### src/rtl/rv_pkg.sv
`default_nettype none

package rv_pkg;

   // Data and address word
   typedef logic [31:0] word_t;

   // Bit index within a 32-cycle pass
   typedef logic [4:0] cnt_t;

   // Major opcodes of the supported subset
   localparam logic [6:0] OPC_OP_IMM = 7'b0010011;
   localparam logic [6:0] OPC_OP     = 7'b0110011;
   localparam logic [6:0] OPC_LUI    = 7'b0110111;
   localparam logic [6:0] OPC_JAL    = 7'b1101111;
   localparam logic [6:0] OPC_BRANCH = 7'b1100011;
   localparam logic [6:0] OPC_LOAD   = 7'b0000011;
   localparam logic [6:0] OPC_STORE  = 7'b0100011;

   typedef enum logic [2:0] {
      ST_FETCH,
      ST_EXEC,
      ST_BRANCH,
      ST_MEM,
      ST_WB
   } state_e;

   typedef enum logic [3:0] {
      OP_ADDI,
      OP_ADD,
      OP_SUB,
      OP_AND,
      OP_OR,
      OP_XOR,
      OP_LUI,
      OP_JAL,
      OP_BEQ,
      OP_BNE,
      OP_LW,
      OP_SW,
      OP_NOP
   } op_e;

endpackage

`default_nettype wire
### src/rtl/rv_serial_core.sv
`timescale 1ns/1ns
`default_nettype none

module rv_serial_core #(
   parameter rv_pkg::word_t RESET_PC = 32'h0000_0000
) (
   input  wire                 clk,
   input  wire                 i_rst_n,
   output rv_pkg::word_t       o_ibus_adr,
   output logic                o_ibus_cyc,
   input  wire rv_pkg::word_t  i_ibus_rdt,
   input  wire                 i_ibus_ack,
   output rv_pkg::word_t       o_dbus_adr,
   output rv_pkg::word_t       o_dbus_dat,
   output logic                o_dbus_we,
   output logic                o_dbus_cyc,
   input  wire rv_pkg::word_t  i_dbus_rdt,
   input  wire                 i_dbus_ack
);
   import rv_pkg::*;

   cnt_t       cnt;
   op_e        op;
   logic       exec;
   logic       branch_pass;
   logic       wb;
   logic       rd_wen;
   logic [4:0] rd_addr;
   logic [4:0] rs1_addr;
   logic [4:0] rs2_addr;
   logic       imm;
   logic       rs1;
   logic       rs2;
   logic       alu_rd;
   logic       take_branch;
   logic       link;
   logic       mem_rd;

   rv_state u_state (
      .clk           (clk),
      .i_rst_n       (i_rst_n),
      .i_ibus_ack    (i_ibus_ack),
      .i_dbus_ack    (i_dbus_ack),
      .i_op          (op),
      .o_cnt         (cnt),
      .o_exec        (exec),
      .o_branch_pass (branch_pass),
      .o_wb          (wb),
      .o_rd_wen      (rd_wen),
      .o_ibus_cyc    (o_ibus_cyc),
      .o_dbus_cyc    (o_dbus_cyc),
      .o_dbus_we     (o_dbus_we)
   );

   rv_decode u_decode (
      .clk        (clk),
      .i_rst_n    (i_rst_n),
      .i_ibus_rdt (i_ibus_rdt),
      .i_ibus_ack (i_ibus_ack),
      .i_cnt      (cnt),
      .o_op       (op),
      .o_rd_addr  (rd_addr),
      .o_rs1_addr (rs1_addr),
      .o_rs2_addr (rs2_addr),
      .o_imm      (imm)
   );

   rv_regfile u_regfile (
      .clk        (clk),
      .i_rst_n    (i_rst_n),
      .i_cnt      (cnt),
      .i_rs1_addr (rs1_addr),
      .i_rs2_addr (rs2_addr),
      .i_rd_addr  (rd_addr),
      .i_rd_wen   (rd_wen),
      .i_rd       (alu_rd),
      .o_rs1      (rs1),
      .o_rs2      (rs2)
   );

   rv_alu u_alu (
      .clk           (clk),
      .i_rst_n       (i_rst_n),
      .i_op          (op),
      .i_cnt         (cnt),
      .i_exec        (exec),
      .i_wb          (wb),
      .i_rs1         (rs1),
      .i_rs2         (rs2),
      .i_imm         (imm),
      .i_link        (link),
      .i_mem_rd      (mem_rd),
      .o_rd          (alu_rd),
      .o_take_branch (take_branch)
   );

   rv_pc #(
      .RESET_PC (RESET_PC)
   ) u_pc (
      .clk           (clk),
      .i_rst_n       (i_rst_n),
      .i_op          (op),
      .i_cnt         (cnt),
      .i_exec        (exec),
      .i_branch_pass (branch_pass),
      .i_take_branch (take_branch),
      .i_imm         (imm),
      .o_link        (link),
      .o_ibus_adr    (o_ibus_adr)
   );

   // Address sum reaches the memory interface through the rd bit
   rv_mem_if u_mem_if (
      .clk        (clk),
      .i_rst_n    (i_rst_n),
      .i_op       (op),
      .i_exec     (exec),
      .i_wb       (wb),
      .i_alu_sum  (alu_rd),
      .i_rs2      (rs2),
      .i_dbus_rdt (i_dbus_rdt),
      .i_dbus_ack (i_dbus_ack),
      .o_dbus_adr (o_dbus_adr),
      .o_dbus_dat (o_dbus_dat),
      .o_mem_rd   (mem_rd)
   );

endmodule

`default_nettype wire

### src/rtl/rv_regfile.sv
`timescale 1ns/1ns
`default_nettype none

module rv_regfile (
   input  wire                clk,
   input  wire                i_rst_n,
   input  wire rv_pkg::cnt_t  i_cnt,
   input  wire [4:0]          i_rs1_addr,
   input  wire [4:0]          i_rs2_addr,
   input  wire [4:0]          i_rd_addr,
   input  wire                i_rd_wen,
   input  wire                i_rd,
   output logic               o_rs1,
   output logic               o_rs2
);
   import rv_pkg::*;

   word_t regs [0:31];

   always_ff @(posedge clk) begin
      if (!i_rst_n) begin
         for (int i = 0; i < 32; i++)
            regs[i] <= '0;
      end else if (i_rd_wen && (i_rd_addr != 5'd0)) begin
         regs[i_rd_addr][i_cnt] <= i_rd;
      end
   end

   // Entry zero is cleared by reset and never written
   assign o_rs1 = regs[i_rs1_addr][i_cnt];
   assign o_rs2 = regs[i_rs2_addr][i_cnt];

   a_x0_zero: assert property (@(posedge clk) disable iff (!i_rst_n)
      !((i_rs1_addr == 5'd0) && o_rs1) && !((i_rs2_addr == 5'd0) && o_rs2));

endmodule

`default_nettype wire

### src/rtl/rv_mem_if.sv
`timescale 1ns/1ns
`default_nettype none

module rv_mem_if (
   input  wire                 clk,
   input  wire                 i_rst_n,
   input  wire rv_pkg::op_e    i_op,
   input  wire                 i_exec,
   input  wire                 i_wb,
   input  wire                 i_alu_sum,
   input  wire                 i_rs2,
   input  wire rv_pkg::word_t  i_dbus_rdt,
   input  wire                 i_dbus_ack,
   output rv_pkg::word_t       o_dbus_adr,
   output rv_pkg::word_t       o_dbus_dat,
   output logic                o_mem_rd
);
   import rv_pkg::*;

   word_t adr_q;
   word_t dat_q;
   word_t rdt_q;
   logic  is_lw;
   logic  is_sw;

   assign is_lw = (i_op == OP_LW);
   assign is_sw = (i_op == OP_SW);

   // Address and store data arrive LSB first during the main pass
   always_ff @(posedge clk) begin
      if (!i_rst_n) begin
         adr_q <= '0;
         dat_q <= '0;
      end else if (i_exec && (is_lw || is_sw)) begin
         adr_q <= {i_alu_sum, adr_q[31:1]};
         if (is_sw)
            dat_q <= {i_rs2, dat_q[31:1]};
      end
   end

   always_ff @(posedge clk) begin
      if (i_dbus_ack && is_lw)
         rdt_q <= i_dbus_rdt;
      else if (i_wb)
         rdt_q <= {1'b0, rdt_q[31:1]};
   end

   // Word access only
   assign o_dbus_adr = {adr_q[31:2], 2'b00};
   assign o_dbus_dat = dat_q;
   assign o_mem_rd   = rdt_q[0];

endmodule

`default_nettype wire

### src/rtl/rv_pc.sv
`timescale 1ns/1ns
`default_nettype none

module rv_pc #(
   parameter rv_pkg::word_t RESET_PC = 32'h0000_0000
) (
   input  wire                clk,
   input  wire                i_rst_n,
   input  wire rv_pkg::op_e   i_op,
   input  wire rv_pkg::cnt_t  i_cnt,
   input  wire                i_exec,
   input  wire                i_branch_pass,
   input  wire                i_take_branch,
   input  wire                i_imm,
   output logic               o_link,
   output rv_pkg::word_t      o_ibus_adr
);
   import rv_pkg::*;

   word_t pc_q;
   logic  pc_bit;
   logic  first;
   logic  four_bit;
   logic  c4_in;
   logic  c4_q;
   logic  ct_in;
   logic  ct_q;
   logic  plus4;
   logic  target;
   logic  is_branch;
   logic  shift_en;
   logic  new_bit;

   assign pc_bit    = pc_q[0];
   assign first     = (i_cnt == 5'd0);
   assign four_bit  = (i_cnt == 5'd2);
   assign c4_in     = first ? 1'b0 : c4_q;
   assign ct_in     = first ? 1'b0 : ct_q;
   assign plus4     = pc_bit ^ four_bit ^ c4_in;
   assign target    = pc_bit ^ i_imm ^ ct_in;
   assign is_branch = (i_op == OP_BEQ) || (i_op == OP_BNE);
   assign shift_en  = i_exec | i_branch_pass;

   always_comb begin
      if (i_branch_pass)
         new_bit = i_take_branch ? target : plus4;
      else if (is_branch)
         new_bit = pc_bit;   // rotate unchanged, branch pass decides
      else if (i_op == OP_JAL)
         new_bit = target;
      else
         new_bit = plus4;
   end

   always_ff @(posedge clk) begin
      if (!i_rst_n) begin
         pc_q <= RESET_PC;
         c4_q <= 1'b0;
         ct_q <= 1'b0;
      end else if (shift_en) begin
         pc_q <= {new_bit, pc_q[31:1]};
         c4_q <= (pc_bit & four_bit) | (c4_in & (pc_bit ^ four_bit));
         ct_q <= (pc_bit & i_imm) | (ct_in & (pc_bit ^ i_imm));
      end
   end

   assign o_link     = plus4;
   assign o_ibus_adr = pc_q;

endmodule

`default_nettype wire

### src/rtl/rv_alu.sv
`timescale 1ns/1ns
`default_nettype none

module rv_alu (
   input  wire                clk,
   input  wire                i_rst_n,
   input  wire rv_pkg::op_e   i_op,
   input  wire rv_pkg::cnt_t  i_cnt,
   input  wire                i_exec,
   input  wire                i_wb,
   input  wire                i_rs1,
   input  wire                i_rs2,
   input  wire                i_imm,
   input  wire                i_link,
   input  wire                i_mem_rd,
   output logic               o_rd,
   output logic               o_take_branch
);
   import rv_pkg::*;

   logic first;
   logic sub;
   logic use_rs2;
   logic op_b;
   logic b_eff;
   logic carry_in;
   logic carry_q;
   logic sum;
   logic eq_in;
   logic eq_q;
   logic eq_next;

   assign first   = (i_cnt == 5'd0);
   assign sub     = (i_op == OP_SUB);
   assign use_rs2 = (i_op == OP_ADD) || (i_op == OP_SUB) || (i_op == OP_AND) ||
                    (i_op == OP_OR) || (i_op == OP_XOR) ||
                    (i_op == OP_BEQ) || (i_op == OP_BNE);
   assign op_b    = use_rs2 ? i_rs2 : i_imm;

   // Subtract as a + ~b + 1 with the carry preset on bit zero
   assign b_eff    = op_b ^ sub;
   assign carry_in = first ? sub : carry_q;
   assign sum      = i_rs1 ^ b_eff ^ carry_in;

   assign eq_in   = first ? 1'b1 : eq_q;
   assign eq_next = eq_in & ~(i_rs1 ^ i_rs2);

   always_ff @(posedge clk) begin
      if (!i_rst_n) begin
         carry_q       <= 1'b0;
         eq_q          <= 1'b0;
         o_take_branch <= 1'b0;
      end else if (i_exec) begin
         carry_q <= (i_rs1 & b_eff) | (carry_in & (i_rs1 ^ b_eff));
         eq_q    <= eq_next;
         if (i_cnt == 5'd31)
            o_take_branch <= ((i_op == OP_BEQ) && eq_next) || ((i_op == OP_BNE) && !eq_next);
      end
   end

   always_comb begin
      if (i_wb) begin
         o_rd = i_mem_rd;
      end else begin
         case (i_op)
            OP_AND:  o_rd = i_rs1 & op_b;
            OP_OR:   o_rd = i_rs1 | op_b;
            OP_XOR:  o_rd = i_rs1 ^ op_b;
            OP_LUI:  o_rd = i_imm;
            OP_JAL:  o_rd = i_link;
            default: o_rd = sum;
         endcase
      end
   end

endmodule

`default_nettype wire

### src/rtl/rv_decode.sv
`timescale 1ns/1ns
`default_nettype none

module rv_decode (
   input  wire                 clk,
   input  wire                 i_rst_n,
   input  wire rv_pkg::word_t  i_ibus_rdt,
   input  wire                 i_ibus_ack,
   input  wire rv_pkg::cnt_t   i_cnt,
   output rv_pkg::op_e         o_op,
   output logic [4:0]          o_rd_addr,
   output logic [4:0]          o_rs1_addr,
   output logic [4:0]          o_rs2_addr,
   output logic                o_imm
);
   import rv_pkg::*;

   word_t      ir;
   word_t      imm_i;
   word_t      imm_s;
   word_t      imm_b;
   word_t      imm_u;
   word_t      imm_j;
   word_t      imm_sel;
   logic [6:0] opcode;
   logic [2:0] funct3;
   logic [6:0] funct7;

   always_ff @(posedge clk) begin
      if (!i_rst_n)
         ir <= '0;
      else if (i_ibus_ack)
         ir <= i_ibus_rdt;
   end

   assign opcode = ir[6:0];
   assign funct3 = ir[14:12];
   assign funct7 = ir[31:25];

   always_comb begin
      o_op = OP_NOP;
      case (opcode)
         OPC_OP_IMM: if (funct3 == 3'b000) o_op = OP_ADDI;
         OPC_OP: begin
            if (funct7 == 7'b0000000) begin
               case (funct3)
                  3'b000:  o_op = OP_ADD;
                  3'b100:  o_op = OP_XOR;
                  3'b110:  o_op = OP_OR;
                  3'b111:  o_op = OP_AND;
                  default: o_op = OP_NOP;
               endcase
            end else if ((funct7 == 7'b0100000) && (funct3 == 3'b000)) begin
               o_op = OP_SUB;
            end
         end
         OPC_LUI:    o_op = OP_LUI;
         OPC_JAL:    o_op = OP_JAL;
         OPC_BRANCH: begin
            if (funct3 == 3'b000)
               o_op = OP_BEQ;
            else if (funct3 == 3'b001)
               o_op = OP_BNE;
         end
         OPC_LOAD:   if (funct3 == 3'b010) o_op = OP_LW;
         OPC_STORE:  if (funct3 == 3'b010) o_op = OP_SW;
         default:    o_op = OP_NOP;
      endcase
   end

   // Immediate formats sign extended from bit 31
   assign imm_i = {{20{ir[31]}}, ir[31:20]};
   assign imm_s = {{20{ir[31]}}, ir[31:25], ir[11:7]};
   assign imm_b = {{19{ir[31]}}, ir[31], ir[7], ir[30:25], ir[11:8], 1'b0};
   assign imm_u = {ir[31:12], 12'h000};
   assign imm_j = {{11{ir[31]}}, ir[31], ir[19:12], ir[20], ir[30:21], 1'b0};

   always_comb begin
      case (o_op)
         OP_SW:         imm_sel = imm_s;
         OP_BEQ, OP_BNE: imm_sel = imm_b;
         OP_LUI:        imm_sel = imm_u;
         OP_JAL:        imm_sel = imm_j;
         default:       imm_sel = imm_i;
      endcase
   end

   assign o_imm      = imm_sel[i_cnt];
   assign o_rd_addr  = ir[11:7];
   assign o_rs1_addr = ir[19:15];
   assign o_rs2_addr = ir[24:20];

endmodule

`default_nettype wire

### src/rtl/rv_state.sv
`timescale 1ns/1ns
`default_nettype none

module rv_state (
   input  wire                clk,
   input  wire                i_rst_n,
   input  wire                i_ibus_ack,
   input  wire                i_dbus_ack,
   input  wire rv_pkg::op_e   i_op,
   output rv_pkg::cnt_t       o_cnt,
   output logic               o_exec,
   output logic               o_branch_pass,
   output logic               o_wb,
   output logic               o_rd_wen,
   output logic               o_ibus_cyc,
   output logic               o_dbus_cyc,
   output logic               o_dbus_we
);
   import rv_pkg::*;

   state_e state_q;
   state_e state_d;
   cnt_t   cnt_q;
   logic   last;
   logic   counting;
   logic   is_branch;
   logic   is_mem;
   logic   writes_rd;

   assign last      = (cnt_q == 5'd31);
   assign is_branch = (i_op == OP_BEQ) || (i_op == OP_BNE);
   assign is_mem    = (i_op == OP_LW) || (i_op == OP_SW);

   always_comb begin
      case (i_op)
         OP_ADDI, OP_ADD, OP_SUB, OP_AND, OP_OR, OP_XOR, OP_LUI, OP_JAL: writes_rd = 1'b1;
         default: writes_rd = 1'b0;
      endcase
   end

   always_comb begin
      state_d = state_q;
      case (state_q)
         ST_FETCH:  if (i_ibus_ack) state_d = ST_EXEC;
         ST_EXEC: begin
            if (last) begin
               if (is_branch)
                  state_d = ST_BRANCH;
               else if (is_mem)
                  state_d = ST_MEM;
               else
                  state_d = ST_FETCH;
            end
         end
         ST_BRANCH: if (last) state_d = ST_FETCH;
         // Loads get a writeback pass, stores go straight to fetch
         ST_MEM:    if (i_dbus_ack) state_d = (i_op == OP_LW) ? ST_WB : ST_FETCH;
         ST_WB:     if (last) state_d = ST_FETCH;
         default:   state_d = ST_FETCH;
      endcase
   end

   assign counting = o_exec | o_branch_pass | o_wb;

   always_ff @(posedge clk) begin
      if (!i_rst_n) begin
         state_q <= ST_FETCH;
         cnt_q   <= '0;
      end else begin
         state_q <= state_d;
         // Wraps from 31 back to zero at the end of each pass
         cnt_q   <= counting ? cnt_q + 5'd1 : 5'd0;
      end
   end

   assign o_cnt         = cnt_q;
   assign o_exec        = (state_q == ST_EXEC);
   assign o_branch_pass = (state_q == ST_BRANCH);
   assign o_wb          = (state_q == ST_WB);
   assign o_rd_wen      = (o_exec && writes_rd) || o_wb;
   assign o_ibus_cyc    = (state_q == ST_FETCH);
   assign o_dbus_cyc    = (state_q == ST_MEM);
   assign o_dbus_we     = o_dbus_cyc && (i_op == OP_SW);

   // A bus cycle stays up until its ack
   a_ibus_hold: assert property (@(posedge clk) disable iff (!i_rst_n)
      o_ibus_cyc && !i_ibus_ack |=> o_ibus_cyc);

   a_dbus_hold: assert property (@(posedge clk) disable iff (!i_rst_n)
      o_dbus_cyc && !i_dbus_ack |=> o_dbus_cyc && $stable(o_dbus_we));

   // Memory ops write rd only in WB and branches never
   a_rd_wen_phase: assert property (@(posedge clk) disable iff (!i_rst_n)
      o_rd_wen |-> o_wb || (o_exec && !is_branch && !is_mem));

endmodule

`default_nettype wire

### config.mk
export PLATFORM = sky130hd
export DESIGN_NAME = rv_serial_core
export DESIGN_NICKNAME = d
export VERILOG_FILES = /design/src/rtl/rv_pkg.sv /design/src/rtl/rv_serial_core.sv /design/src/rtl/rv_regfile.sv /design/src/rtl/rv_mem_if.sv /design/src/rtl/rv_pc.sv /design/src/rtl/rv_alu.sv /design/src/rtl/rv_decode.sv /design/src/rtl/rv_state.sv
export SDC_FILE = /design/constraint.sdc
export NUM_CORES = 2
export LEC_CHECK = 0
export ABC_AREA = 1
export BUFFER_PORTS_ARGS = -buffer_cell sky130_fd_sc_hd__buf_2
export CAP_MARGIN = 40
export CELL_PAD_IN_SITES_DETAIL_PLACEMENT = 1
export CELL_PAD_IN_SITES_GLOBAL_PLACEMENT = 1
export CORE_MARGIN = 4
export CORE_UTILIZATION = 47
export DETAILED_ROUTE_END_ITERATION = 8
export HOLD_SLACK_MARGIN = 0.1
export PLACE_DENSITY = 0.84
export SLEW_MARGIN = 10
export SYNTH_ARGS = -nofsm -noshare
export SYNTH_HDL_FRONTEND = slang
export SYNTH_SLANG_ARGS = --single-unit
### constraint.sdc
create_clock -name clk -period 5.5 [get_ports clk]
set_clock_uncertainty 0.1 [all_clocks]
set_input_delay 0.275 -clock clk [delete_from_list [all_inputs] [get_ports clk]]
set_output_delay 0.275 -clock clk [all_outputs]
set_load 0.01 [all_outputs]
After elaboration in Yosys (flattened, before gate mapping):

Memories as Yosys holds them, arrays and structs flattened. A register that Yosys moved wholly into a read port is not among the register bits.
Cells that the tools add are included.

* $add $sub $neg: 1
* $lt $le $gt $ge: 2
* bitwise operators: 24
* multiplexer cells: 51
* reduce and logical (&&, ||, !) cells: 33
* equality and inequality tests: 34

Operators by type and width (count)
* $mux W32: 5
* $pmux W31 S4: 1
* $reduce_or A32 Y1: 1
* $eq A7 B6 Y1 const B: 4
* $pmux W4 S7: 1
* $mux W3: 9
* $mux W5: 5
* $mux W1: 18
* $eq A4 B3 Y1 const B: 4
* $eq A4 B4 Y1 const B: 4
* $mux W4: 4
* $pmux W4 S4: 1
* $bmux W1 S5: 3
* $eq A7 B7 Y1 const B: 2
* $eq A3 B3 Y1 const B: 4
* $pmux W3 S4: 1
* $logic_or A1 B1 Y1: 10
* $eq A3 B2 Y1 const B: 3
* $logic_and A1 B1 Y1: 9
* $xor A1 B1 Y1: 9
* $and A1 B1 Y1: 8
* $eq A4 B2 Y1 const B: 2
* $eq A7 B2 Y1 const B: 1
* $eq A7 B5 Y1 const B: 1
* other kinds (23): 35

* input port bits: 68
* memories: 1
* output and inout port bits: 99
* bits in writable memories: 1024
* flip-flop bits (word level): 173

Memory list
* u_regfile.regs: words 32, width 32, read ports 2, clocked after memory_dff 2, write ports 32, line rv_regfile.sv:18 `word_t regs [0:31];`

Longest topological paths before layout:

* depth after elaboration: 19
* gate-level depth with buffers: 32
* mapped depth without buffers: 30

Modules after synthesis:

Synthesis repeated with hierarchy kept, for this count alone.

* cells, all modules: 9689
* area total of the unflattened synthesis: 72465.8 um^2

Modules (own cells, without submodules)
* rv_regfile: area an instance 64259.1 um^2, cells an instance 8553, instances 1, sequential area each 30749.5 um^2
* rv_mem_if: area an instance 4028.9 um^2, cells an instance 518, instances 1, sequential area each 2202.1 um^2
* rv_decode: area an instance 1984.4 um^2, cells an instance 308, instances 1, sequential area each 640.6 um^2
* rv_pc: area an instance 1322.5 um^2, cells an instance 171, instances 1, sequential area each 680.7 um^2
* rv_state: area an instance 474.2 um^2, cells an instance 70, instances 1, sequential area each 160.2 um^2
* rv_alu: area an instance 396.6 um^2, cells an instance 69, instances 1, sequential area each 60.1 um^2

Worst setup path after synthesis:

OpenSTA, ideal clock, no wires.

* kind: register to register
* start point: register with a tool-made name
* end point: memory u_regfile.regs[10][19] in the netlist's numbering (data pin)
* slack: 1249 ps
* arrival time: 3899 ps
* stages on the path, launching flop included: 28
* setup time: 252 ps
* clock period less this slack: 4251 ps
* data required time: 5148 ps
* path through: dfxtp_1 > inv_1 > clkbuf_1 > clkbuf_1 > clkbuf_1 > nand2_1 > nand3_1 > nand3_1 > nand3_1 > nand3_1 > nand3_1 > nand3_1 > nand3_1 > nand2_1 > nor2_1 > inv_1 > nor2_1 > or2_2 > nand2_1 > xor2_1 > fa_1 > o31ai_1 > inv_1 > a21boi_4 > buf_12 > buf_12 > buf_6 > nor2_2

RTL lines (line)
* to (decl): rv_regfile.sv:18

==> results.yml <==
timing:
  hold_violations: 0
  fmaxAchievable_ghz: 0.1687
  min_period_over_period_pct: 107.8
  maxSlewViolCount: 0
  tightest_slew_ns: 1.260
  hold-worst-slack_ns: 0.2069
  rsz0062_at_grt: "true"
  setup_slack_ns: -0.4267
  period_needed_ns: 5.927
  max_slew_margin_pct: 16.01
  setup_viol: 992
setup_path:
  r2r-end: "u_regfile.regs[22][28]"
  crit_fanout: 35
  end_kind: "register"
  worst_ep_arrival_time_ns: 6.37
  slowest_delay_ns: 0.38
  startpoint_type: "register"
  critical_path_class: "reg2reg"
  crit_top_cell: "nand2_1"
  worst-r2r-setup-slack_ns: -0.43
  reg2regPathDepth: 33
  critPathSlowestCell: "dfxtp_4"
  required_ns: 5.95
detailed_routing:
  viasPerCell: 6.211
  routed_wl_um: 338900
  dr.pass1.iters: 6
  detail_route.wl_per_cell_um: 26.48
  drtAntennaViolNets: 0
  drtIter0Drc: 9862
  vias: 79494
  drc: 0
cells_and_area:
  final_common_cell: "nand2_1"
  final_area_um2: 85690
  layout-area-overhead-vs-synth_pct: 14.27
  drive_gt1_share_pct: 10.26
  fin_nets: 10687
  final_cell_mix: "nand2_1, nand3_1, nor2_1"
clocking:
  tritoncts: "built"
  cts_sinks: 1205
  clockBufferDepth: 3
  cts-root-buf: "clkbuf_16"
  cts_max_level: 4
  clk_pin_slew_ns: 0.07
  insertion_delay_ns: 0.81
  numCtsBuffers: 144
power:
  power_frac_comb_pct: 37.2
  ir_worst_vdd_mv: 0.3947
  net-switching-power_uw: 12330
  power.internal_uw: 19970
  p_seq_share_pct: 33.3
  total_leakage_power_uw: 0.03688
  sw_frac_of_total_pct: 38.17
  clock_power_share_pct: 29.5
  power_uw: 32300
  power_density_nw_per_um2: 377.0
grt:
  grt_pass1_wl_um: 491200
  grt_use_total_pct: 38.34
  grt_overflow_total: 0
  grt_pass1_vias: 81687
  antenna_found_initial: 8
  grt_max_degree: 223
worst_hold_path:
  hold_end: "u_mem_if.rdt_q[26]"
  hp-class: "in2reg"
  hold_path_startpoint: "i_dbus_rdt[26]"
  whs_path_depth: 3
floorplanning:
  num_io_pins: 167
  dieArea_um2: 166000
  die_h_um: 407.4
  core.rowCount: 146
  die-width_um: 407.4
  start_util_pct: 47.29
  core_area_um2: 158600
logic_synthesis:
  ys_seq_elements: 1205
  syn_inst: 10673
  async_reset_ff_share_pct: 0
  synth-seq-area-share_pct: 46.27
  yosys_most_used_dff: "edfxtp_1"
  synth-edff-count: 1056
  avgSynthCellArea_um2: 7.026
  yosysWarnings: 0
  yosysUniqueCellTypes: 46
  synth_area_um2: 74990
placement:
  postPlaceCellArea_um2: 79050
  dp_slack_ns: -0.4927
  dp_hpwl_um: 195100
  place_congestion: 0.8736
  portBuffers: 164
run_status:
  outcome: "finished, violations left"
  violations: "setup timing"
run:
  cap_viol_max_count: 0
==> critical path: cells and delay by family (launching register included) <==
family | cells | cell delay, ns
AND/OR/NAND/NOR | 19 | 2.47
flip-flops | 1 | 0.38
buffers and inverters | 10 | 1.54
adder cells (fa/ha/maj) | 1 | 0.30
AO/OA/AOI/OAI | 3 | 0.78
==> Yosys cell counts (3+ instances only) <==
cell	n	area share [%]
nand2_1	4442	22
nand3_1	1783	12
nor2_1	1200	6.0
edfxtp_1	1056	42
clkbuf_1	678	3.4
inv_1	554	2.8
o21ai_0	197	1.3
dfxtp_1	149	4.0
a21oi_1	113	0.75
nor2_2	87	0.73
buf_1	75	0.38
buf_8	72	1.4
buf_2	56	0.37
or2_2	54	0.45
mux2_2	31	0.47
buf_6	18	0.27
inv_2	17	0.085
o211ai_1	13	0.13
nor3_1	10	0.067
buf_12	9	0.24
nand2_2	9	0.075
ha_1	7	0.12
a211oi_1	5	0.050
fa_1	3	0.080
nand3_2	3	0.040
nand4_1	3	0.025
o21ai_1	3	0.020
==> cell type report <==
class / count / area, um2
diodes: 7 / 17.52
clock buffers: 199 / 3870
clock inverters: 58 / 658.1
fillers: 19899 / 72870
inverters: 572 / 2216
multi-input cells: 8019 / 34150
flip-flops and latches: 1205 / 34730
well taps: 2072 / 2592
repair buffers: 665 / 7432
repair inverters: 2 / 22.52
==> layer usage <==
layer,GRT usage (%),routed length [um],vias to the layer above
li1,-,-,33955
met1,45.03,118500,38936
met2,62.39,153000,4912
met3,8.661,38740,1687
met4,26.84,28670,4
met5,0,23,-
==> timing repair <==
| action | CTS | global route |
|---|---|---|
| setup buffers | 0 | 23 |
| gates resized for setup | 13 | 55 |
| setup endpoints to repair | 992 | 992 |
| hold buffers | 81 | 0 |
| pin swaps | 0 | 7 |
| cloned | 3 | 23 |
| hold endpoints to repair | 156 | 0 |
==> power groups by stage <==
| stage | clock network (uW) | logic, uW | registers (uW) |
|---|---|---|---|
| final | 9540 | 12000 | 10700 |
| after global routing | 9950 | 12500 | 10800 |
| after CTS | 9540 | 10200 | 10700 |
| after detailed placement | 0 | 10000 | 10900 |
| after global placement | 0 | 9690 | 10900 |
| after floorplan | 0 | 7590 | 10800 |
==> how the worst max path moves through the flow <==
stage / endpoint / slack, ns
floorplan: u_regfile.regs[10][19] / 1.25
global placement: u_regfile.regs[20][3] / -0.40
detailed placement: u_regfile.regs[18][26] / -0.49
CTS: u_regfile.regs[20][19] / 0.009
global route: u_regfile.regs[13][23] / -0.50
finish: u_regfile.regs[22][28] / -0.43
==> flip-flops by register name, summed over array words and instances, names as in the netlist, 3 cells and up, named ones only <==
register             cells
u_regfile.regs        1024
u_decode.ir             32
u_mem_if.o_dbus_dat     32
u_mem_if.rdt_q          32
u_pc.o_ibus_adr         32
u_mem_if.adr_q          30
u_state.o_cnt            5
u_state.state_q          3
==> metrics by stage <==
step | utilization (%) | setup TNS (ns) | std cells
after floorplan | - | 0 | 10706
after global placement | 49.42 | -340.02 | 12373
after detailed placement | 49.85 | -421.96 | 12403
after CTS | 53.32 | 0 | 12744
after global routing | 54.03 | -391.25 | 12792
final | 54.04 | -299.87 | 12799
==> kinds of logic after synthesis <==
| logic type | count (synthesis) | synth area share [%] |
|---|---|---|
| AO/OA/AOI/OAI | 342 | 2.399 |
| XOR/XNOR | 2 | 0.02336 |
| adder cells (fa/ha/maj) | 10 | 0.1969 |
| buffers and inverters | 1482 | 8.978 |
| flip-flops | 1205 | 46.27 |
| multiplexers | 31 | 0.4655 |
| other | 1 | 0.005001 |
| AND/OR/NAND/NOR | 7600 | 41.67 |
No activity file was read; power rests on OpenSTA's default activity.
